## src/hw/cache_ctrl.sv

```systemverilog
// cache miss and hit sequencing
`timescale 1ns/1ps
`default_nettype none

module cache_ctrl #(
    parameter int num_ways = 2
) (
    input  logic                         clk,
    input  logic                         rst_n,
    input  logic                         req_start,
    input  logic                         req_write,
    input  logic [num_ways-1:0]          way_hit,
    input  logic [$clog2(num_ways)-1:0]  victim_way,
    input  logic                         victim_dirty,
    input  logic                         wb_done,
    input  logic                         rd_done,
    output logic [num_ways-1:0]          store_word,
    output logic [num_ways-1:0]          fill_line,
    output logic                         touch,
    output logic                         wb_start,
    output logic                         rd_start,
    output logic                         req_clear,
    output logic                         cpu_done,
    output logic                         cpu_hit
);

    typedef enum logic [2:0] {
        idle,
        lookup,
        write_back,
        refill,
        fill,
        access
    } state_t;

    state_t state;
    state_t state_nxt;
    logic   miss_q;  // a refill happened for this request
    logic   hit;

    assign hit = |way_hit;

    always_comb begin
        state_nxt = state;
        wb_start  = 1'b0;
        rd_start  = 1'b0;
        case (state)
            idle: begin
                if (req_start) begin
                    state_nxt = lookup;
                end
            end
            lookup: begin
                if (hit) begin
                    state_nxt = access;
                end else if (victim_dirty) begin
                    state_nxt = write_back;
                    wb_start  = 1'b1;
                end else begin
                    state_nxt = refill;
                    rd_start  = 1'b1;
                end
            end
            write_back: begin
                if (wb_done) begin
                    state_nxt = refill;
                    rd_start  = 1'b1;  // read follows write-back
                end
            end
            refill: begin
                if (rd_done) begin
                    state_nxt = fill;
                end
            end
            fill: begin
                state_nxt = access;  // filled way hits from here on
            end
            access: begin
                state_nxt = req_start ? lookup : idle;
            end
            default: begin
                state_nxt = idle;
            end
        endcase
    end

    always_ff @(posedge clk or negedge rst_n) begin
        if (!rst_n) begin
            state  <= idle;
            miss_q <= 1'b0;
        end else begin
            state <= state_nxt;
            if (state == lookup && !hit) begin
                miss_q <= 1'b1;
            end else if (req_start) begin
                miss_q <= 1'b0;
            end
        end
    end

    assign cpu_done   = (state == access);
    assign req_clear  = cpu_done;
    assign touch      = cpu_done;
    assign cpu_hit    = cpu_done & ~miss_q;
    assign store_word = (cpu_done && req_write) ? way_hit : '0;

    always_comb begin
        fill_line = '0;
        if (state == fill) begin
            fill_line[victim_way] = 1'b1;
        end
    end

endmodule

`default_nettype wire

```

## config.mk

```make
export PLATFORM = sky130hd
export DESIGN_NAME = cache_ctrl
export DESIGN_NICKNAME = d
export VERILOG_FILES = /design/src/hw/cache_ctrl.sv
export SDC_FILE = /design/constraint.sdc
export NUM_CORES = 1
export LEC_CHECK = 0
export BUFFER_PORTS_ARGS = -buffer_cell sky130_fd_sc_hd__buf_4
export CAP_MARGIN = 15
export CELL_PAD_IN_SITES_DETAIL_PLACEMENT = 2
export CELL_PAD_IN_SITES_GLOBAL_PLACEMENT = 2
export CORE_MARGIN = 1
export CORE_UTILIZATION = 23
export CTS_BUF_LIST = sky130_fd_sc_hd__clkbuf_4 sky130_fd_sc_hd__clkbuf_8
export DETAILED_ROUTE_END_ITERATION = 12
export PLACE_DENSITY = 0.91
export SYNTH_ARGS = -nofsm -noshare
export SYNTH_HDL_FRONTEND = slang
export SYNTH_SLANG_ARGS = --single-unit
```

## constraint.sdc

```tcl
create_clock -name clk -period 2.3 [get_ports clk]
set_input_delay 0.23 -clock clk [delete_from_list [all_inputs] [get_ports clk]]
set_output_delay 0.23 -clock clk [all_outputs]
set_load 0.1 [all_outputs]
```

After elaboration in Yosys (flattened, before gate mapping)

Cells that the tools add are included.

Output and inout bits: 10
Bits of input ports: 10
Bits in registers: 4

Equal/unequal tests: 8
Bitwise operators: 2
Order comparisons: 2
Reductions and logical operators: 8
Mux-type cells: 20

Operators by type and width:

| kind                                                                         | count |
|---|---|
| 3-bit case mux with 6 select lines                                           | 1 |
| 3-bit two-way mux                                                            | 4 |
| 1-bit two-way mux                                                            | 11 |
| 3-bit by 2-bit equality test with 1-bit output, second input constant        | 2 |
| 3-bit equality test, second input constant                                   | 2 |
| 2-bit != test, second input constant                                         | 3 |
| 2-bit two-way mux                                                            | 2 |
| 3-bit by 1-bit equality test with 1-bit output, second input constant        | 1 |
| 1-bit logical AND                                                            | 3 |
| 3-bit logical NOT                                                            | 1 |
| 3-bit AND reduction                                                          | 1 |
| 1-bit by 2-bit less-than comparator with 1-bit output, second input constant | 1 |
| 1-bit case mux with 2 select lines                                           | 1 |
| 2-bit nonzero test                                                           | 1 |
| 2-bit OR reduction                                                           | 1 |
| 1-bit bitwise AND                                                            | 1 |
| 1-bit demux with 1-bit select                                                | 1 |
| 1-bit greater-or-equal comparator, second input constant                     | 1 |
| 1-bit logical NOT                                                            | 1 |
| 1-bit inverter                                                               | 1 |

Logic depth before layout (Yosys ltp)

Depth in word-level cells: 5
Depth in mapped cells: 4
Gate-level depth less buffers: 3

Least setup slack after synthesis

OpenSTA, ideal clock, no wires.

Kind: register -> output
Start: reg state[2]
End: out store_word[0]
Path buffers: 0
Data arrival time: 3.935 ns
Data required time: 2.070 ns
Stages on the path, launching flop included: 4
Setup slack: -1.865 ns
Cell sequence: dfrtp_1 > inv_1 > nor3b_1 > and3_1

Word-level cells in the longest chain between the ends: 3

RTL lines:

| what                   | RTL line | RTL |
|---|---|---|
| from (decl)            | 36       | `state_t state;` |
| from (signal assigned) | 89       | `state <= idle;` |
| from (signal assigned) | 92       | `state <= state_nxt;` |
| 3-bit equality test    | 101      | `assign cpu_done = (state == access);` |
| named net cpu_done     | 23       | `output logic cpu_done,` |
| 1-bit logical AND      | 105      | `assign store_word = (cpu_done && req_write) ? way_hit : '0;` |
| 2-bit two-way mux      | 105      |  |
| to (decl)              | 17       | `output logic [num_ways-1:0] store_word,` |

The timed path passes the listed nets, and every way through them passes these cells.

Final worst setup path

Start: reg state[1]
End: out rd_start

Word-level cells in the longest chain between the ends: 2

RTL lines:

| what                                                                                                                    | RTL line | RTL |
|---|---|---|
| 3-bit by 2-bit equality test with 1-bit output / 3-bit by 1-bit equality test with 1-bit output (equally long branches) | 47       | `case (state)` |
| 1-bit case mux with 2 select lines (*)                                                                                  | 47       |  |
| to (decl)                                                                                                               | 21       | `output logic rd_start,` |

Mark *: on every way between the ends. The rest lies on a longest branch, timed or not.

==> flow_summary.toml <==
[grt]
use_met3_pct = 5.11
grt_max_degree = 11
grt_pass1_vias = 384
grt_pass1_wl_microns = 1780
gr-usage-all-layers_pct = 18.7
grt_use_met1_pct = 19.8
grt_busiest_layer = "met2"
overflow = 0
grt_antenna_before_repair = 0
grt_use_met2_pct = 31.7

[sta]
maxSlewHeadroom_pct = 78.7
maxSlewViolCount = 0
grt_setup_unrepaired = "false"
finalSetupViolCount = 0
hold_viol = 0
fin_skew_ps = 15.2
period_minus_slack_ps = 1910
period_share_pct = 82.9
max_freq_mhz = 525
max_slew.worst_pin.slew_ps = 319
hold_ws_ps = 217

[yosys]
muxShareOfSynthArea_pct = 0
synth_compound_area_share_pct = 21.0
synth_edf_count = 0
ys_dominant_reg_cell = "dfrtp_1"
synth.avg_cell_area_sq_um = 8.04
synth_cell_types = 22
synthAdderAreaFrac_pct = 0
yosysSeqAreaShare_pct = 31.1
yosys.area_share.simple_pct = 36.2
syn-num-nets = 50
synth_area_sq_um = 322
syn_inst = 40
synth_xor_area_share_pct = 0
ys_async_sr_fraction_pct = 100
synth_top_family_by_area = "simple AND/OR/NAND/NOR gates"
synth_warnings = 0
ys_ff_latch = 4

[job]
maxCapViolations = 0

[floorplan]
core-area_sq_um = 1300
rows = 13
die_h_microns = 39.4
design.portCount = 20
fp.dieArea_sq_um = 1550
die_w_microns = 39.4
start_util_pct = 24.7

[final_layout]
diodes = 0
fill_cells = 162
final_net_count = 72
syn2layout_area_growth_pct = 59.9
drive_above_1_share_pct = 45.0

[cts]
htreeDepth = 1
clk_latency_ps = 260
cts_tree = "built"
hold_buffers = 1
cts_root_buf = "clkbuf_4"
cts_resized = 0
clk_path_buf_depth = 2
cts_setup_buffers = 0
clock_sinks = 4
cts_inserted_buffers = 3
path_clk_slew_ps = 50

[route]
wl_per_cell_microns = 15.2
wl_microns = 1140
vias = 377
drtIter0Drc = 8
first_pass_iters = 4
post_drt_via_cell_ratio = 5.03
drcViolationCount = 0
ant_nets = 0

[setup_path]
cpPeakStageDelay_ps = 480
arrival_ps = 1680
critPathRequiredTime_ps = 2070
timing.critical_path.from_type = "flip-flop"
worstSetupPathType = "reg -> out"
critical_path.endpoint_type = "primary output"
crit_chain = "nor3_1 -> nand2_1 -> o32ai_2 -> buf_4"
cp_max_fo = 8
slowest_stage = "dfrtp_1"

[worst_hold_path]
min_path_type = "in -> reg"

[place]
post-dp-hpwl_microns = 852
routabilityCongestion = 0.757
port_buffers = 19

[outcome]
run_status = "complete, no violations"
[path summary, 6_finish.rpt]
check                                     start                   end  slack (ps)  cells after the start
min                                   req_start    miss_q$_DFFE_PN0P_         220                      2
max                        state[1]$_DFFE_PN0P_              rd_start         390                      4
max reg2reg                state[0]$_DFFE_PN0P_  state[0]$_DFFE_PN0P_         880                      3
min reg2reg                  miss_q$_DFFE_PN0P_    miss_q$_DFFE_PN0P_         550                      2
max in group asynchronous                 rst_n  state[0]$_DFFE_PN0P_        1880                      2
min in group asynchronous                 rst_n  state[1]$_DFFE_PN0P_         300                      2
[flip-flops by register name, indices dropped and copies added, names as in the netlist]
name and count:
state 3, miss_q 1
[final cells by class]
| type | count | area, sq um | share of cell area (%) |
|---|---|---|---|
| timing repair buffer | 20 | 153 | 29.7 |
| multi-input combinational | 29 | 205 | 39.9 |
| clock buffer | 3 | 22.5 | 4.38 |
| tap | 15 | 18.8 | 3.65 |
| inverter | 4 | 15.0 | 2.92 |
| sequential | 4 | 100 | 19.5 |
[synthesized netlist by cell type (all sizes together) (2+ instances only)]
master / count / area [sq um]
nand2: 3 / 11.3
and3: 3 / 18.8
buf: 3 / 22.5
o21ai: 2 / 10.0
nand2b: 3 / 18.8
o32ai: 2 / 17.5
inv: 4 / 15.0
dfrtp: 4 / 100
nor2: 3 / 11.3
[layer usage]
layer	vias to the layer above	wire (microns)
li1	178	-
met1	173	500
met2	22	558
met3	4	59
met4	0	20
met5	-	0
[metrics by stage]
step / cells / setup slack, ps / instance area (sq um) / setup TNS (ps) / util, %
floorplan: 40 / -260 / 343 / -265 / -
global placement: 71 / 718 / 482 / 0 / 37.0
detailed placement: 71 / 690 / 482 / 0 / 37.0
CTS: 75 / 417 / 514 / 0 / 39.5
global route: 75 / 339 / 514 / 0 / 39.5
finish: 75 / 394 / 514 / 0 / 39.5
[layout by cell type (no fill, tap or decap), drive strengths merged]
cell / instances
buf: 19
inv: 4
dfrtp: 4
nor2: 3
nand2: 3
nand2b: 3
clkbuf: 3
and3: 3
o21ai: 2
o32ai: 2
nor3b: 1
nor2b: 1
nor3: 1
and2: 1
or2b: 1
a21boi: 1
or3: 1
a21oi: 1
a211oi: 1
a21o: 1
or4b: 1
nand3b: 1
o211ai: 1
dlygate4sd3: 1
[cells by family after synthesis]
group / after synthesis
and+or+nand+nor: 20
AOI/OAI and AO/OA: 9
DFF: 4
buffers and inverters: 7
[critical path: cells and delay by family, from the launching register on]
family / cells / cell delay, ps
AOI/OAI and AO/OA: 1 / 160
DFF: 1 / 480
buffers and inverters: 1 / 330
and+or+nand+nor: 2 / 450
Power is not shown: default switching activity piles up to over one toggle a cycle in this logic, so the estimate is an artifact.
