$ cat src/hw/cache_pkg.sv
// data cache shared types
`default_nettype none

package cache_pkg;

    localparam int line_bytes = 16;
    localparam int num_sets   = 64;

    // address split: tag | index | offset
    localparam int offset_w = $clog2(line_bytes);
    localparam int index_w  = $clog2(num_sets);
    localparam int tag_w    = 32 - index_w - offset_w;

    typedef logic [31:0]             addr_t;
    typedef logic [31:0]             word_t;
    typedef logic [line_bytes*8-1:0] line_t;
    typedef logic [tag_w-1:0]        tag_t;
    typedef logic [index_w-1:0]      index_t;
    typedef logic [offset_w-1:0]     offset_t;
    typedef logic [1:0]              size_t;

    // access size codes
    localparam size_t size_word = 2'd0;
    localparam size_t size_byte = 2'd1;
    localparam size_t size_half = 2'd2;

endpackage

`default_nettype wire

$ cat src/hw/cpu_req_port.sv
// cpu request capture
`timescale 1ns/1ps
`default_nettype none

module cpu_req_port (
    input  logic                clk,
    input  logic                rst_n,
    input  logic                cpu_valid,
    input  cache_pkg::addr_t    cpu_addr,
    input  cache_pkg::word_t    cpu_wdata,
    input  logic                cpu_write,
    input  cache_pkg::size_t    cpu_size,
    input  logic                req_clear,
    output logic                cpu_ready,
    output logic                req_start,
    output cache_pkg::tag_t     req_tag,
    output cache_pkg::index_t   req_index,
    output cache_pkg::offset_t  req_offset,
    output cache_pkg::word_t    req_wdata,
    output logic                req_write,
    output cache_pkg::size_t    req_size
);
    import cache_pkg::*;

    logic ready_q;  // no transaction held

    assign req_start = cpu_valid & cpu_ready;

    // ready returns in the done cycle, so a new request may follow back to back
    assign cpu_ready = ready_q | req_clear;

    always_ff @(posedge clk or negedge rst_n) begin
        if (!rst_n) begin
            ready_q <= 1'b1;
        end else if (req_start) begin
            ready_q <= 1'b0;  // busy until done
        end else if (req_clear) begin
            ready_q <= 1'b1;
        end
    end

    always_ff @(posedge clk) begin
        if (req_start) begin
            req_tag    <= cpu_addr[31 -: tag_w];
            req_index  <= cpu_addr[offset_w +: index_w];
            req_offset <= cpu_addr[offset_w-1:0];
            req_wdata  <= cpu_wdata;
            req_write  <= cpu_write;
            req_size   <= cpu_size;
        end
    end

endmodule

`default_nettype wire

$ cat config.mk
export PLATFORM = sky130hd
export DESIGN_NAME = cpu_req_port
export DESIGN_NICKNAME = d
export VERILOG_FILES = /design/src/hw/cache_pkg.sv /design/src/hw/cpu_req_port.sv
export SDC_FILE = /design/constraint.sdc
export NUM_CORES = 1
export LEC_CHECK = 0
export BUFFER_PORTS_ARGS = -buffer_cell sky130_fd_sc_hd__buf_2
export CORE_UTILIZATION = 40
export DETAILED_ROUTE_END_ITERATION = 16
export PLACE_DENSITY = 0.88
export RECOVER_POWER = 100
export SLEW_MARGIN = 20
export SYNTH_ARGS = -nofsm -noshare
export SYNTH_HDL_FRONTEND = slang
export SYNTH_SLANG_ARGS = --single-unit
$ cat constraint.sdc
create_clock -name clk -period 3.35 [get_ports clk]
set_input_delay 0.1675 -clock clk [delete_from_list [all_inputs] [get_ports clk]]
set_output_delay 0.1675 -clock clk [all_outputs]
set_load 0.01 [all_outputs]
; ---- Word level (Yosys, flattened, before mapping)
; Index checks and enable logic that the tools add are counted.
[op_classes]
reduce_logical = 1
muxes = 2
bitwise = 2
[op_table]
columns = operator, n
row1 = two-way mux 1 bit, 2
row2 = nonzero test 2 bit, 1
row3 = AND 1 bit, 1
row4 = OR 1 bit, 1
[word_totals]
regBits = 68

; ---- Depth between registers and ports, before layout
; Gate-level depths: netlist (run 1).
[depth]
word_depth = 3
ltp_mapped = 1

; ---- Worst setup path after synthesis (run 1)
; OpenSTA, ideal clock, no wires.
[synth_timing]
path_kind = register -> register
startpoint = reg ready_q
endpoint = reg req_index[0] (enable)
required_time_ns = 2.917
arrival_time_ns = 2.125
period_less_slack_ns = 2.558
slack_ns = 0.792
path_stages_with_launch = 2
cell_sequence = dfstp_2 > o21a_1
[synth_between]
elab_chain_len = 2
[synth_rtl]
columns = item, line_no
row1 = start: declaration, cpu_req_port.sv:25  ; logic ready_q;
row2 = start signal: assignment, cpu_req_port.sv:34  ; ready_q <= 1'b1;
row3 = start signal: assignment, cpu_req_port.sv:36  ; ready_q <= 1'b0;
row4 = start signal: assignment, cpu_req_port.sv:38  ; ready_q <= 1'b1;
row5 = OR 1 bit, cpu_req_port.sv:30  ; assign cpu_ready = ready_q | req_clear;
row6 = AND 1 bit, cpu_req_port.sv:27  ; assign req_start = cpu_valid & cpu_ready;
row7 = net req_start, cpu_req_port.sv:15  ; output logic req_start,
row8 = end signal: assignment, cpu_req_port.sv:45  ; req_index <= cpu_addr[offset_w +: index_w];
row9 = end: declaration, cpu_req_port.sv:17  ; output cache_pkg::index_t req_index,
; The timed path passes the listed nets, and every way through them passes these cells.
; A chain may end at the register's enable or synchronous reset.

; ---- Worst setup path after layout (run 1)
[layout_timing]
startpoint = reg ready_q
endpoint = out req_start
[layout_between]
elab_chain_len = 2
[layout_rtl]
columns = item, line_no
row1 = OR 1 bit, cpu_req_port.sv:30
row2 = AND 1 bit, cpu_req_port.sv:27
row3 = end: declaration, cpu_req_port.sv:15
; Every way passes these cells.

==> results of run 1 <==
[worst max-delay path by stage]
stage	cells after the start	end	start	slack, ps
after CTS	3	req_start	ready_q	1150
after global placement	3	req_start	ready_q	1560
after floorplan	1	req_index[0]	ready_q	790
after detailed placement	3	req_start	ready_q	1500
after global routing	3	req_start	ready_q	1010
final	3	req_start	ready_q	1150
[registers in the layout (all words and copies together), names as in the netlist]
signal      cells
ready_q         1
req_index       6
req_offset      4
req_size        2
req_tag        22
req_wdata      32
req_write       1
[critical path: cells and delay by family (launching register included)]
family / cells / cell delay [ps]
buf+inv: 2 / 460
flops: 1 / 540
compound gates: 1 / 670
[through the flow]
stage	hold WS (ps)	std cells	setup WS [ps]	cell area (um2)	util, %
6_report	17.9	325	1150	3290	67.9
5_1_grt	1.65	325	1010	3290	67.9
3_5_place_dp	105	278	1500	2860	59.0
3_3_place_gp	101	278	1560	2860	59.0
4_1_cts	0.0275	314	1150	3270	67.4
2_1_floorplan	19.7	71	792	2060	-
[power groups by stage]
stage                     clock (mW)  sequential [mW]  combinational, mW
after detailed placement           0             1.02              0.135
after floorplan                    0             1.05             0.0179
after CTS                      0.705             1.00              0.153
after global placement             0             1.02              0.131
final                          0.689             1.00              0.152
after global routing           0.739             1.01              0.165
[cell usage after synthesis]
cell	count	area, um2
edfxtp_1	67	2010
dfstp_2	1	26.3
o21a_1	1	7.51
o21ba_2	1	10.0
or2_1	1	6.26
[layout make-up]
| cell class | count | area, um2 |
|---|---|---|
| Clock buffer | 10 | 128 |
| Clock inverter | 6 | 78.8 |
| Fill cell | 379 | 1560 |
| Multi-Input combinational cell | 3 | 25.0 |
| Sequential cell | 68 | 2040 |
| Tap cell | 67 | 83.8 |
| Timing Repair Buffer | 171 | 940 |
[kinds of logic (layout without fill, tap and decap cells)]
family / after synthesis / count (layout) / share of synthesized area [%]
compound gates: 2 / 2 / 0.850
buf+inv: 0 / 187 / 0
flops: 68 / 68 / 98.8
simple gates: 1 / 1 / 0.304
[routing by layer]
layer,wire (um),share of wire [%],GRT usage (%),up-vias
li1,-,-,-,651
met1,1740,37,17.0,640
met2,2480,53,28.2,85
met3,390,8.3,6.17,8
met4,85,1.8,12.2,0
met5,0,0,0,-
==> flow_metrics.env, run 1 <==
export IMPL_ff2ff_path_depth=2
export IMPL_layout_drive_gt1_share_pct=33.7
export IMPL_cts_root_buf="clkbuf_8"
export IMPL_first_global_vias=1325
export IMPL_drv_slew=0
export IMPL_power_mw=1.84
export IMPL_worstMarginPinSlew_ps=814
export IMPL_synth_nets=142
export IMPL_cts_resized=0
export IMPL_cts_max_level=3
export IMPL_place_congestion=0.681
export IMPL_rsz0062_at_grt="false"
export IMPL_wire_per_inst_um=14.5
export IMPL_drtIter0Drc=77
export IMPL_hold_path_startpoint="cpu_wdata[20]"
export IMPL_port_buffers=139
export IMPL_cp_max_fo=35
export IMPL_whs_path_depth=1
export IMPL_viasPerCell=4.26
export IMPL_ir_worst_vdd_mv=0.417
export IMPL_grt_pass1_wl_um=6150
export IMPL_dieArea_um2=5450
export IMPL_end_kind="output port"
export IMPL_final_cell_mix="70 x clkbuf_1, 70 x buf_2, 67 x edfxtp_1"
export IMPL_area_growth_pct=59.7
export IMPL_synth_cells=71
export IMPL_power_leakage_nw=1.26
export IMPL_cp_slowest_stage_delay_ps=670
export IMPL_synth_ff_latch_count=68
export IMPL_ys_seq_area_share_pct=98.8
export IMPL_antenna_left=0
export IMPL_synth_distinct_cells=5
export IMPL_status="complete, no violations"
export IMPL_routed_wl_um=4700
export IMPL_track_usage_pct=16.8
export IMPL_postCtsHoldBufs=20
export IMPL_core_um2=4850
export IMPL_synth_area_per_cell_um2=29.0
export IMPL_skew_ps=3.61
export IMPL_min_path_type="input port to register"
export IMPL_dieHeight_um=73.8
export IMPL_clk_pin_slew_worst_paths_ps=70
export IMPL_drc=0
export IMPL_r2r_end="req_tag[9]"
export IMPL_maxSlewHeadroom_pct=45.7
export IMPL_switching_share_pct=19.9
export IMPL_combPwrFrac_pct=8.2
export IMPL_critical_path_required_ps=3180
export IMPL_cts_setup_buffers=0
export IMPL_path_class="register to output port"
export IMPL_antenna_found_initial=0
export IMPL_cts_sinks=68
export IMPL_internal_power_mw=1.48
export IMPL_max_freq_mhz=455
export IMPL_fin_crit_sh_pct=65.6
export IMPL_firstDrtPassIters=4
export IMPL_maxCapViolations=0
export IMPL_synth_area_um2=2060
export IMPL_pwr_share_seq_pct=54.4
export IMPL_nets=324
export IMPL_start_util_pct=42.5
export IMPL_clk_latency_ps=320
export IMPL_vias=1384
export IMPL_worstHoldEndpoint="req_wdata[20]"
export IMPL_setup_violations_final=0
export IMPL_grt_ovfl_total=0
export IMPL_p_switching_uw=366
export IMPL_ios=140
export IMPL_tns_ps=0
export IMPL_numCtsBuffers=9
export IMPL_rrSetupSlack_ps=1510
export IMPL_hold_viol_final=0
export IMPL_worstPathArrival_ps=2030
export IMPL_clock_power_share_pct=37.3
export IMPL_antenna_diode_count=0
export IMPL_period_minus_slack_ps=2200
export IMPL_grt_start_max_net_pins=36
export IMPL_timing_rr_start="ready_q"
export IMPL_die_w_um=73.8
export IMPL_path_cells="o21a_2, buf_12, clkbuf_1"
export IMPL_power_density_nw_per_um2=560
export IMPL_tritoncts="done"
export IMPL_rows=25
export IMPL_synth_warnings=0
export IMPL_worst_setup_path_start_kind="register"
export IMPL_clockBufferDepth=2
export IMPL_slowest_stage="o21a_2"
Power figures use the tool's default switching activity.
==> run 2, diff against run 1 <==
- ABC_AREA: default -> 1
- CORE_UTILIZATION: 40 -> 36
- PLACE_DENSITY: 0.88 -> 0.84
- clock period: 3.35 -> 1.88 ns (I/O delays scaled with it)
==> run 2 against run 1 <==
- register-to-register slack worse by 1000 ps
- non-clock buffer count increased by 38
- utilization is 1.1 points lower
- sequential share of layout area decreased by 6.5 points
- die area grew 11%
- via count grew 13%
- synthesized area is 0.12% lower
- combinational power up 120%
- flip-flop and latch count is the same
- setup slack got worse by 970 ps
- critical path type unchanged
- largest cell class unchanged
==> flow_metrics.env, run 2 <==
export IMPL_critical_path_required_ps=1790
export IMPL_dp_slack_ps=538
export IMPL_clk_latency_ps=320
export IMPL_maxSlewHeadroom_pct=75.5
export IMPL_worst_setup_path_start_kind="register"
export IMPL_status="complete, no violations"
export IMPL_final_cells=370
export IMPL_dieHeight_um=77.6
export IMPL_cts_setup_buffers=0
export IMPL_antenna_left=0
export IMPL_worst_slack_ps=179
export IMPL_synth_ff_latch_count=68
export IMPL_synth_area_per_cell_um2=28.2
export IMPL_yosysMostFrequentCell="edfxtp_1"
export IMPL_ys_seq_area_share_pct=99.0
export IMPL_hold_ws_ps=64.5
export IMPL_cts_max_level=3
export IMPL_cp_max_fo=68
export IMPL_hold_path_startpoint="req_clear"
export IMPL_fillers=400
export IMPL_synth_cells=73
export IMPL_place_congestion=0.696
export IMPL_area_growth_pct=78.7
export IMPL_skew_ps=4.47
export IMPL_routed_wl_um=5320
export IMPL_worstMarginPinSlew_ps=366
export IMPL_dieArea_um2=6030
export IMPL_wire_per_inst_um=14.4
export IMPL_final_cell_mix="70 x buf_2, 69 x dlygate4sd3_1, 69 x clkbuf_1"
export IMPL_timing_rr_start="ready_q"
export IMPL_synth_top_cell_by_area="edfxtp_1"
export IMPL_fin_crit_sh_pct=90.5
export IMPL_layout_commonest_cell="buf_2"
export IMPL_drtIter0Drc=44
export IMPL_largest_reg_flops=32
export IMPL_start_util_pct=37.4
export IMPL_layout_drive_gt1_share_pct=28.5
export IMPL_async_flop_share_pct=1.47
export IMPL_largest_register="req_wdata"
export IMPL_cts_sinks=68
export IMPL_vias=1570
export IMPL_synth_warnings=0
export IMPL_synth_common_cells="67 x edfxtp_1, 2 x inv_1, 2 x nor2_1"
export IMPL_path_class="register to output port"
export IMPL_first_global_vias=1674
export IMPL_max_freq_mhz=588
export IMPL_setup_violations_final=0
export IMPL_nets=364
export IMPL_grt_ovfl_total=0
export IMPL_rows=27
export IMPL_grt_start_max_net_pins=69
export IMPL_end_kind="output port"
export IMPL_antenna_diode_count=0
export IMPL_viasPerCell=4.24
export IMPL_ios=140
export IMPL_r2r_end="req_wdata[28]"
export IMPL_cts_root_buf="clkbuf_8"
export IMPL_hold_viol_final=0
export IMPL_period_minus_slack_ps=1700
export IMPL_largestRegisters="req_wdata x32, req_tag x22, req_index x6"
export IMPL_clockBufferDepth=2
export IMPL_core_um2=5510
export IMPL_port_buffers=139
export IMPL_synth_distinct_cells=5
export IMPL_maxCapViolations=0
export IMPL_synth_nets=144
export IMPL_synthTopCellsByArea="edfxtp_1 98%, dfstp_2 1.3%, inv_1 0.36%"
export IMPL_numCtsBuffers=9
export IMPL_ir_worst_vdd_mv=0.579
export IMPL_min_path_type="input port to register"
export IMPL_ys_flop_type="edfxtp_1"
export IMPL_whs_path_depth=3
export IMPL_tritoncts="done"
export IMPL_ff2ff_path_depth=3
export IMPL_drc=0
export IMPL_track_usage_pct=18.0
export IMPL_worstPathArrival_ps=1610
export IMPL_synth_top_area_share_pct=97.7
export IMPL_antenna_found_initial=0
export IMPL_clk_pin_slew_worst_paths_ps=70
export IMPL_place_inst=285
export IMPL_synth_area_um2=2060
export IMPL_synth_edf_count=67
export IMPL_die_w_um=77.6
export IMPL_power_density_nw_per_um2=913
export IMPL_rrSetupSlack_ps=470
export IMPL_drv_slew=0
export IMPL_grt_pass1_wl_um=7650
export IMPL_rsz0062_at_grt="false"
export IMPL_firstDrtPassIters=4
export IMPL_power_leakage_nw=1.42
export IMPL_worstHoldEndpoint="ready_q"
-- run 2: changes by cell type in the layout (fill, tap and decap cells not counted), sizes merged --
cell         delta
clkbuf          -1
clkinv          +1
dlygate4sd3    +38
inv             +2
nor2            +3
o21a            -1
o21ba           -1
or2             -1
-- run 2: worst max-delay path: stages (launching register included) --
cell	delay, ps
dfstp_1	510
nor2_1	90
nor2_4	120
buf_12	310
clkbuf_1	200
-- run 2: area by class of cell --
class / count / area, um2 / area share (%)
Sequential cell: 68 / 2040 / 55.4
Multi-Input combinational cell: 3 / 18.8 / 0.510
Clock buffer: 9 / 124 / 3.37
Timing Repair Buffer: 209 / 1320 / 35.9
Tap cell: 72 / 90.1 / 2.45
Inverter: 2 / 7.51 / 0.204
Clock inverter: 7 / 81.3 / 2.21
-- run 2: worst max-delay path by stage --
stage	endpoint	slack [ps]	start
CTS	req_start	210	ready_q
detailed placement	req_tag[0]	540	ready_q
floorplan	req_index[0]	-110	ready_q
global route	req_start	100	ready_q
finish	req_start	180	ready_q
global placement	req_tag[1]	570	ready_q
-- run 2: power by group --
part	switching [mW]	leakage [nW]	internal (mW)	total, mW
clock	0.505	0.105	0.728	1.23
combinational	0.155	0.669	0.181	0.337
sequential	0.0221	0.648	1.77	1.79
-- run 2: layer usage --
metal	wire [um]	part of all wire, %	GRT usage [%]	up-vias
met5	0	0	0	-
met4	150	2.8	13.6	0
met3	386	7.3	4.71	16
met2	2780	52	31.3	97
met1	2000	38	18.5	725
li1	-	-	-	732
-- run 2: stage by stage --
stage,instance area (um2),TNS (ps),power (mW),utilization [%]
3_5_place_dp,2870,0,2.06,52.2
5_1_grt,3680,0,3.47,66.8
6_report,3680,0,3.36,66.8
3_3_place_gp,2870,0,2.05,52.2
4_1_cts,3770,0,3.40,68.4
2_1_floorplan,2070,-7670,1.90,-
-- run 2: logic make-up after synthesis --
group / synth area share, %
buffers and inverters: 0.365
AND/OR/NAND/NOR: 0.669
flip-flops: 99.0
-- run 2: timing repair --
| item | in CTS | in global routing |
|---|---|---|
| gates resized for setup | 0 | 0 |
| hold buffers | 69 | 0 |
| hold endpoints to repair | 69 | 0 |
