**config.mk**
```make
export PLATFORM = sky130hd
export DESIGN_NAME = mem_port
export DESIGN_NICKNAME = d
export VERILOG_FILES = /design/src/hw/cache_pkg.sv /design/src/hw/mem_port.sv
export SDC_FILE = /design/constraint.sdc
export NUM_CORES = 1
export LEC_CHECK = 0
export BUFFER_PORTS_ARGS = -buffer_cell sky130_fd_sc_hd__buf_2
export CORE_AREA = 4 4 246 248
export DETAILED_ROUTE_END_ITERATION = 16
export DIE_AREA = 0 0 250 252
export GPL_ROUTABILITY_DRIVEN = 0
export SETUP_SLACK_MARGIN = 0.3
export SYNTH_ARGS = -nofsm -noshare
export SYNTH_HDL_FRONTEND = slang
export SYNTH_SLANG_ARGS = --single-unit
```
**constraint.sdc**
```tcl
create_clock -name clk -period 4.84 [get_ports clk]
set_input_delay 0.242 -clock clk [delete_from_list [all_inputs] [get_ports clk]]
set_output_delay 0.242 -clock clk [all_outputs]
set_load 0.02 [all_outputs]
```
**src/hw/cache_pkg.sv**
```systemverilog
// data cache shared types
`default_nettype none

package cache_pkg;

    localparam int line_bytes = 16;
    localparam int num_sets   = 64;

    // address split: tag | index | offset
    localparam int offset_w = $clog2(line_bytes);
    localparam int index_w  = $clog2(num_sets);
    localparam int tag_w    = 32 - index_w - offset_w;

    typedef logic [31:0]             addr_t;
    typedef logic [31:0]             word_t;
    typedef logic [line_bytes*8-1:0] line_t;
    typedef logic [tag_w-1:0]        tag_t;
    typedef logic [index_w-1:0]      index_t;
    typedef logic [offset_w-1:0]     offset_t;
    typedef logic [1:0]              size_t;

    // access size codes
    localparam size_t size_word = 2'd0;
    localparam size_t size_byte = 2'd1;
    localparam size_t size_half = 2'd2;

endpackage

`default_nettype wire

```
**src/hw/mem_port.sv**
```systemverilog
// memory side request levels
`timescale 1ns/1ps
`default_nettype none

module mem_port (
    input  logic               clk,
    input  logic               rst_n,
    input  logic               wb_start,
    input  logic               rd_start,
    input  cache_pkg::tag_t    victim_tag,
    input  cache_pkg::line_t   victim_line,
    input  cache_pkg::tag_t    req_tag,
    input  cache_pkg::index_t  req_index,
    input  logic               mem_wb_ack,
    input  logic               mem_rd_ack,
    input  cache_pkg::line_t   mem_rd_line,
    output logic               mem_wb_req,
    output cache_pkg::addr_t   mem_wb_addr,
    output cache_pkg::line_t   mem_wb_line,
    output logic               mem_rd_req,
    output cache_pkg::addr_t   mem_rd_addr,
    output logic               wb_done,
    output logic               rd_done,
    output cache_pkg::line_t   fill_data
);
    import cache_pkg::*;

    // ack only counts while its request is up
    assign wb_done = mem_wb_req & mem_wb_ack;
    assign rd_done = mem_rd_req & mem_rd_ack;

    always_ff @(posedge clk or negedge rst_n) begin
        if (!rst_n) begin
            mem_wb_req <= 1'b0;
            mem_rd_req <= 1'b0;
        end else begin
            if (wb_start) begin
                mem_wb_req <= 1'b1;
            end else if (wb_done) begin
                mem_wb_req <= 1'b0;
            end
            if (rd_start) begin
                mem_rd_req <= 1'b1;
            end else if (rd_done) begin
                mem_rd_req <= 1'b0;
            end
        end
    end

    always_ff @(posedge clk) begin
        if (wb_start) begin
            mem_wb_addr <= {victim_tag, req_index, offset_t'(0)};  // line aligned
            mem_wb_line <= victim_line;
        end
        if (rd_start) begin
            mem_rd_addr <= {req_tag, req_index, offset_t'(0)};
        end
        if (rd_done) begin
            fill_data <= mem_rd_line;
        end
    end

endmodule

`default_nettype wire

```
== Word-level counts from Yosys, hierarchy flattened ==
Index checks and enable logic that the tools add are counted.
Word-level totals
  register bits after elaboration: 314
  input port bits: 312
  output and inout port bits: 324
  logic and storage cells: 14
Cells by class
  multiplexer cells: 4
  bitwise gates (word level): 2
  reductions and logical operators: 2
Operators with widths (count)
  $mux W1: 4
  $reduce_bool A2 Y1: 2
  $and A1 B1 Y1: 2

== Depth between registers and ports, before layout ==
Gate-level depths: netlist (run 1).
  depth in word-level cells: 3
  mapped depth: 2

== Least setup slack after synthesis (run 1) ==
OpenSTA, ideal clock, no wires.
  path kind: register to register
  start: reg mem_rd_req
  end: reg fill_data[0], enable pin
  arrival time: 2.163 ns
  data required time: 4.404 ns
  setup slack: 2.241 ns
  stages on the path, launching flop included: 2
  buffers on the path: 0
  cell sequence: dfrtp_1 and2_2
Between the ends
  cells in the longest elaborated chain, start to end: 1
Ends and longest elaborated chain
  start: declaration: line mem_port.sv:20  | output logic mem_rd_req,
  start signal: assignment: line mem_port.sv:35  | mem_rd_req <= 1'b0;
  start signal: assignment: line mem_port.sv:43  | mem_rd_req <= 1'b1;
  start signal: assignment: line mem_port.sv:45  | mem_rd_req <= 1'b0;
  $and A1 B1 Y1: line mem_port.sv:30  | assign rd_done = mem_rd_req & mem_rd_ack;
  via rd_done: line mem_port.sv:23  | output logic rd_done,
  end signal: assignment: line mem_port.sv:59  | fill_data <= mem_rd_line;
  end: declaration: line mem_port.sv:24  | output cache_pkg::line_t fill_data
The timed path passes the listed nets, and every way through them passes these cells.
A chain may end at the register's enable or synchronous reset.

== Final worst setup path (run 1) ==
  start: reg mem_rd_req
  end: out rd_done
Between the ends
  cells in the longest elaborated chain, start to end: 1
Ends and longest elaborated chain (line)
  $and A1 B1 Y1: mem_port.sv:30
  end: declaration: mem_port.sv:23
Every way passes these cells.

==> results of run 1 <==
## how the worst max path moves through the flow
stage / end / start / depth (start not counted) / slack [ps]
after detailed placement: fill_data[113] / mem_rd_req / 2 / 2550
after CTS: rd_done / mem_rd_req / 2 / 2510
final: rd_done / mem_rd_req / 2 / 2620
after global placement: fill_data[26] / mem_rd_req / 2 / 2620
after global routing: rd_done / mem_rd_req / 2 / 2450
after floorplan: fill_data[0] / mem_rd_req / 1 / 2240
## metrics by stage
stage,utilization [%],std cells,setup WS [ps]
final,30.5,2107,2620
after global routing,30.5,2104,2450
after CTS,30.4,2102,2510
after detailed placement,23.3,1731,2550
after global placement,23.3,1731,2620
after floorplan,-,336,2240
## worst register-to-register path, cell delays in order, from the launching register on
cell	delay, ps
sky130_fd_sc_hd__dfrtp_1	370
sky130_fd_sc_hd__and2_4	760
sky130_fd_sc_hd__buf_4	690
## state kept, by name, summed over array words and instances (netlist names)
| name | cells |
|---|---|
| fill_data | 128 |
| mem_wb_line | 128 |
| mem_rd_addr | 28 |
| mem_wb_addr | 28 |
| mem_rd_req | 1 |
| mem_wb_req | 1 |
## where the power goes
group / internal, mW / total, mW / switching (mW)
logic: 0.372 / 0.851 / 0.479
registers: 3.21 / 3.27 / 0.0576
clock network: 1.49 / 2.55 / 1.06
total: 5.07 / 6.67 / 1.59
## cells in the mapped netlist, drive strengths merged
library cell	instances
inv	2
and2	2
dfrtp	2
buf	8
a21o	2
edfxtp	312
conb	1
## area by class of cell
class / count / area (um2) / share of cell area, %
clock buffer: 46 / 947 / 5.32
multi-input combinational: 12 / 61.3 / 0.344
clock inverter: 16 / 139 / 0.780
timing repair buffer: 939 / 6260 / 35.1
sequential: 314 / 9420 / 52.9
antenna: 5 / 12.5 / 0.0702
tap: 773 / 967 / 5.43
inverter: 2 / 7.51 / 0.0421
## cell usage in the layout (no fill, tap or decap), types with 4 or more instances in the layout
| cell type | netlist | routed |
|---|---|---|
| sky130_fd_sc_hd__buf_2 | 0 | 626 |
| sky130_fd_sc_hd__edfxtp_1 | 312 | 312 |
| sky130_fd_sc_hd__dlygate4sd3_1 | 0 | 309 |
| sky130_fd_sc_hd__clkbuf_16 | 0 | 35 |
| sky130_fd_sc_hd__conb_1 | 1 | 8 |
| sky130_fd_sc_hd__clkbuf_1 | 0 | 8 |
| sky130_fd_sc_hd__diode_2 | 0 | 5 |
| sky130_fd_sc_hd__clkinv_1 | 0 | 5 |
| sky130_fd_sc_hd__clkinv_2 | 0 | 5 |
| sky130_fd_sc_hd__inv_6 | 0 | 4 |
## cell families (layout without fill, tap and decap cells)
group,count (synthesis),count (layout),share of synthesized area (%)
AOI/OAI and AO/OA,2,2,0.158
and+or+nand+nor,2,2,0.158
other,1,13,0.0394
DFF,314,314,98.9
buffers and inverters,10,1003,0.710
## repair_timing
item / CTS / global route
hold endpoints to repair: 316 / 0
endpoints found under the setup margin: 0 / 0
hold buffers: 309 / 0
setup buffers: 0 / 0
resized for setup: 0 / 0
## metal layers
| layer | global-route usage (%) | wire (um) | vias to the layer above |
|---|---|---|---|
| met1 | 11.7 | 12900 | 3358 |
| met2 | 19.4 | 18400 | 449 |
| met5 | 0 | 81 | - |
| met3 | 5.53 | 4530 | 71 |
| li1 | - | - | 3280 |
| met4 | 3.85 | 1110 | 14 |
==> run summary, run 1 <==
• 87.7 ps — Hold Slack
• 35 — number of clock buffers inserted by TritonCTS
• 314 — number of clock sinks
• 329 — Syn Inst Count
• 760 ps — Worst path max stage delay
• 0 — Pins Over Slew Limit
• 17,800 um2 — area of all placed cells without fillers
• completed — outcome
• and2_4 > buf_2 — cell chain of the critical path
• 11.1% — Global Route Usage Sum
• 51.2% — share of post-route cells with drive strength above 1
• 530 ps — worst skew pair latency
• 374 nW/um2 — power per cell area
• 0 — count of final hold-check violations
• 9520 um2 — cell area after technology mapping
• 13,600 um2 — placed instance area
• 63,000 um2 — Die Footprint
• sky130_fd_sc_hd__edfxtp_1 — cell accounting for the most synthesized area
• sky130_fd_sc_hd__edfxtp_1, sky130_fd_sc_hd__buf_4, sky130_fd_sc_hd__dfrtp_1, sky130_fd_sc_hd__a21o_1, sky130_fd_sc_hd__and2_2 — top cells by area, synth
• 6.67 mW — total chip power
• 4600 ps — CP Data Required Time
• no — unrepaired setup endpoints after global routing
• 17.6 um — average wire per cell in the routed design
• 75 — critical path peak fanout
• output port — endpoint class of the critical path
• 87.1% — growth of design area from synthesis to finish
• 0 — warning count from the yosys run
• 2 — cells on worst reg2reg path
• 37.5% — Slew headroom
• mem_rd_req — worst reg2reg startpoint
• 627 — Port Buf Inserts
• 0 ps — total negative slack for setup checks
• 20 — number of antenna violations at the first check in global routing
• 2630 ps — reg2reg setup slack
• 1980 ps — signal arrival time at the worst endpoint
• 3.40 — routed via count divided by cell count
• 9.95 ps — Final Skew
• fill_data[17] — worst flop-to-flop path endpoint
• 7 — distinct cell type count of the synthesized netlist
• 25.8 mm — HPWL after detailed placement
• 3 — clock tree buffer depth
• 269 — starting DRC count in detailed routing
• 7,172 — detailed-route via count
• 0 — number of maximum-capacitance violations
• 4 — number of optimization iterations in the first detailed-route pass
• 1,616 — net count reported at finish
• 0 — Setup-failing EPs final
• 8,105 — number of global-route vias before repair
• 2 — number of levels in the clock H-tree
• reg2out — type of the worst setup path
• 89 — number of rows created at floorplan
• 281 uV — worst vdd rail ir drop
• in2async — hold crit path type
• sky130_fd_sc_hd__and2_4 — Max stage delay cell, worst path
• 58,500 um2 — Core Footprint
• 0 — number of design rule violations left after detail routing
• 28.9 um2 — synthesized area divided by synthesized cell count
• 98.4% — share of the synthesized area in the top cell type
• 2220 ps — final worst path period need
• 0 — remaining antenna violation count
• 37.0 mm — wirelength, routed
• 314 — synthesized flop and latch total
• 16.3% — starting density of the core
• built — CTS tree
• 51.8 mm — global-route wire length before repair
• sky130_fd_sc_hd__clkbuf_16 — clk root buf
• 7.41 nW — leakage power of the design
• 60 ps — Clock transition at path regs
• 98.9% — Seq/Total Area, Yosys
• flop — kind of start point of the critical path
• simple AND/OR/NAND/NOR gates — cell family contributing the most delay on the critical path
• 938 ps — pin slew with the least headroom to its limit
• 252 um — DIE HEIGHT
• 636 — ports placed on the boundary
• 45.8% — period utilization
• 0 — global route total overflow
• 76 — pin count of the biggest net entering global routing
• 5,687 — Filler cells
• 250 um — Die W
• 0.451 GHz — maximum operating frequency
• 1 — WP buf/inv
(Power assumes the default switching activity.)
==> run 2, diff against run 1 <==
--- a/config.mk
+++ b/config.mk
@@ -6,9 +6,9 @@
 export NUM_CORES = 1
 export LEC_CHECK = 0
 export BUFFER_PORTS_ARGS = -buffer_cell sky130_fd_sc_hd__buf_2
-export CORE_AREA = 4 4 246 248
+export CORE_AREA = 4 4 243 245
 export DETAILED_ROUTE_END_ITERATION = 16
-export DIE_AREA = 0 0 250 252
+export DIE_AREA = 0 0 247 249
 export GPL_ROUTABILITY_DRIVEN = 0
 export SETUP_SLACK_MARGIN = 0.3
 export SYNTH_ARGS = -nofsm -noshare
==> constraint.sdc (replaced) <==
create_clock -name clk -period 2.17 [get_ports clk]
set_input_delay 0.1085 -clock clk [delete_from_list [all_inputs] [get_ports clk]]
set_output_delay 0.1085 -clock clk [all_outputs]
set_load 0.02 [all_outputs]
==> run summary, run 2 (synthesized netlist as in run 1, its figures left out) <==
• 760 ps — reg2reg setup slack
• 17,900 um2 — area of all placed cells without fillers
• 1,626 — net count reported at finish
• 88.3% — growth of design area from synthesis to finish
• 3 — clock tree buffer depth
• 51.1 mm — global-route wire length before repair
• 4 — number of optimization iterations in the first detailed-route pass
• 0 — Pins Over Slew Limit
• 2060 ps — CP Data Required Time
• 554 uV — worst vdd rail ir drop
• 34 — number of clock buffers inserted by TritonCTS
• 38.4% — clock network power share
• rd_done — worst setup path end
• 0 ps — total negative slack for setup checks
• 88 — number of rows created at floorplan
• 636 — ports placed on the boundary
• 249 um — DIE HEIGHT
• flip-flops — cell family contributing the most delay on the critical path
• 23.1% — switching fraction of total power
• 36.3 mm — wirelength, routed
• 314 — number of clock sinks
• 73.8% — period utilization
• 0 — count of buffers added by post-CTS timing repair for setup
• 7.47 nW — leakage power of the design
• sky130_fd_sc_hd__dfrtp_2 — Max stage delay cell, worst path
• built — CTS tree
• 2 — cells on worst reg2reg path
• 311 — hold bufs inserted after CTS
• fill_data[37] — worst flop-to-flop path endpoint
• mem_rd_req — worst setup path startpoint
• fill_data: 128 flops, mem_wb_line: 128 flops — registers with the most flip-flops
• 60 ps — Clock transition at path regs
• 13,700 um2 — placed instance area
• sky130_fd_sc_hd__clkbuf_16 — clk root buf
• and2_4 > buf_2 — cell chain of the critical path
• 0.624 GHz — maximum operating frequency
• 247 um — Die W
• 22 — critical path peak fanout
• 51.5% — share of post-route cells with drive strength above 1
• 3.23 ps — Final Skew
• 309 — starting DRC count in detailed routing
• 24.9 mm — HPWL after detailed placement
• 0 — number of maximum-capacitance violations
• 13.0% — power share of the combinational group
• no — unrepaired setup endpoints after global routing
• 55 — pin count of the biggest net entering global routing
• 8,364 — number of global-route vias before repair
• sky130_fd_sc_hd__buf_2, sky130_fd_sc_hd__edfxtp_1, sky130_fd_sc_hd__dlygate4sd3_1 — top library cells by usage in the layout, fill and taps aside
• 3.49 — routed via count divided by cell count
• 370 ps — Worst path max stage delay
• 2 — Worst path depth
• 0 — post-cts gate resize count
• 0 — count of final hold-check violations
• 836 nW/um2 — power per cell area
• 61,500 um2 — Die Footprint
• reg2out — type of the worst setup path
• flop — kind of start point of the critical path
• 0 — remaining antenna violation count
• 1490 ps — signal arrival time at the worst endpoint
• 11.2% — Global Route Usage Sum
• 3.47 mW — sw power
• completed — outcome
• 16.7% — starting density of the core
• 0 — number of design rule violations left after detail routing
• 11.5 mW — Pint
• sky130_fd_sc_hd__buf_2 — most common library cell in the layout ignoring fill and taps
• 627 — Port Buf Inserts
• 1 — WP buf/inv
• 17.3 um — average wire per cell in the routed design
• 0 — Setup-failing EPs final
• output port — endpoint class of the critical path
• 1600 ps — final worst path period need
• mem_rd_req — worst reg2reg startpoint
• 48.5% — register share of total power
• 520 ps — worst skew pair latency
• 739 ps — pin slew with the least headroom to its limit
• 5,462 — Filler cells
• 7,331 — detailed-route via count
• 2 — number of levels in the clock H-tree
• 1 — number of antenna violations at the first check in global routing
• in2reg — hold crit path type
• 205 ps — Hold Slack
• 0 — global route total overflow
• 50.7% — Slew headroom
• 57,100 um2 — Core Footprint
run 2: worst min-delay path by stage:
stage	from	to	slack, ps	cells past startpoint
after global routing	rd_start	mem_rd_addr[25]	190	1
after floorplan	rst_n	mem_rd_req	-190	0
final	rd_start	mem_rd_addr[27]	200	1
after CTS	rd_start	mem_rd_addr[22]	160	1
after detailed placement	rst_n	mem_rd_req	-90	1
after global placement	rst_n	mem_rd_req	-90	1
run 2: cell type report:
type | instances | area, um2 | share of cell area (%)
inverters | 2 | 7.51 | 0.0419
clock inverters | 16 | 206 | 1.15
well taps | 765 | 957 | 5.34
diodes | 1 | 2.50 | 0.0140
multi-input cells | 12 | 61.3 | 0.342
repair buffers | 950 | 6380 | 35.6
clock buffers | 39 | 891 | 4.97
flip-flops and latches | 314 | 9420 | 52.5
run 2: per-layer routing:
metal | GRT usage, % | part of all wire (%)
met1 | 11.6 | 34
met5 | 0 | 0
met2 | 19.4 | 48
met3 | 5.02 | 13
met4 | 4.73 | 3.7
run 2: power by group through the flow:
stage / Combinational [mW] / Sequential (mW) / Clock (mW)
2_1_floorplan: 0.0755 / 7.94 / 0
3_3_place_gp: 1.49 / 7.38 / 0
3_5_place_dp: 1.50 / 7.39 / 0
4_1_cts: 1.95 / 7.27 / 5.95
5_1_grt: 2.07 / 7.31 / 6.25
6_report: 1.95 / 7.28 / 5.76
run 2: per-stage QoR:
step | utilization, % | power [mW] | worst slack [ps] | instances
3_3_place_gp | 24.0 | 8.87 | 787 | 1732
6_report | 31.4 | 15.0 | 568 | 2099
5_1_grt | 31.4 | 15.6 | 484 | 2099
3_5_place_dp | 24.0 | 8.89 | 770 | 1732
4_1_cts | 31.4 | 15.2 | 516 | 2098
2_1_floorplan | - | 8.01 | 330 | 336
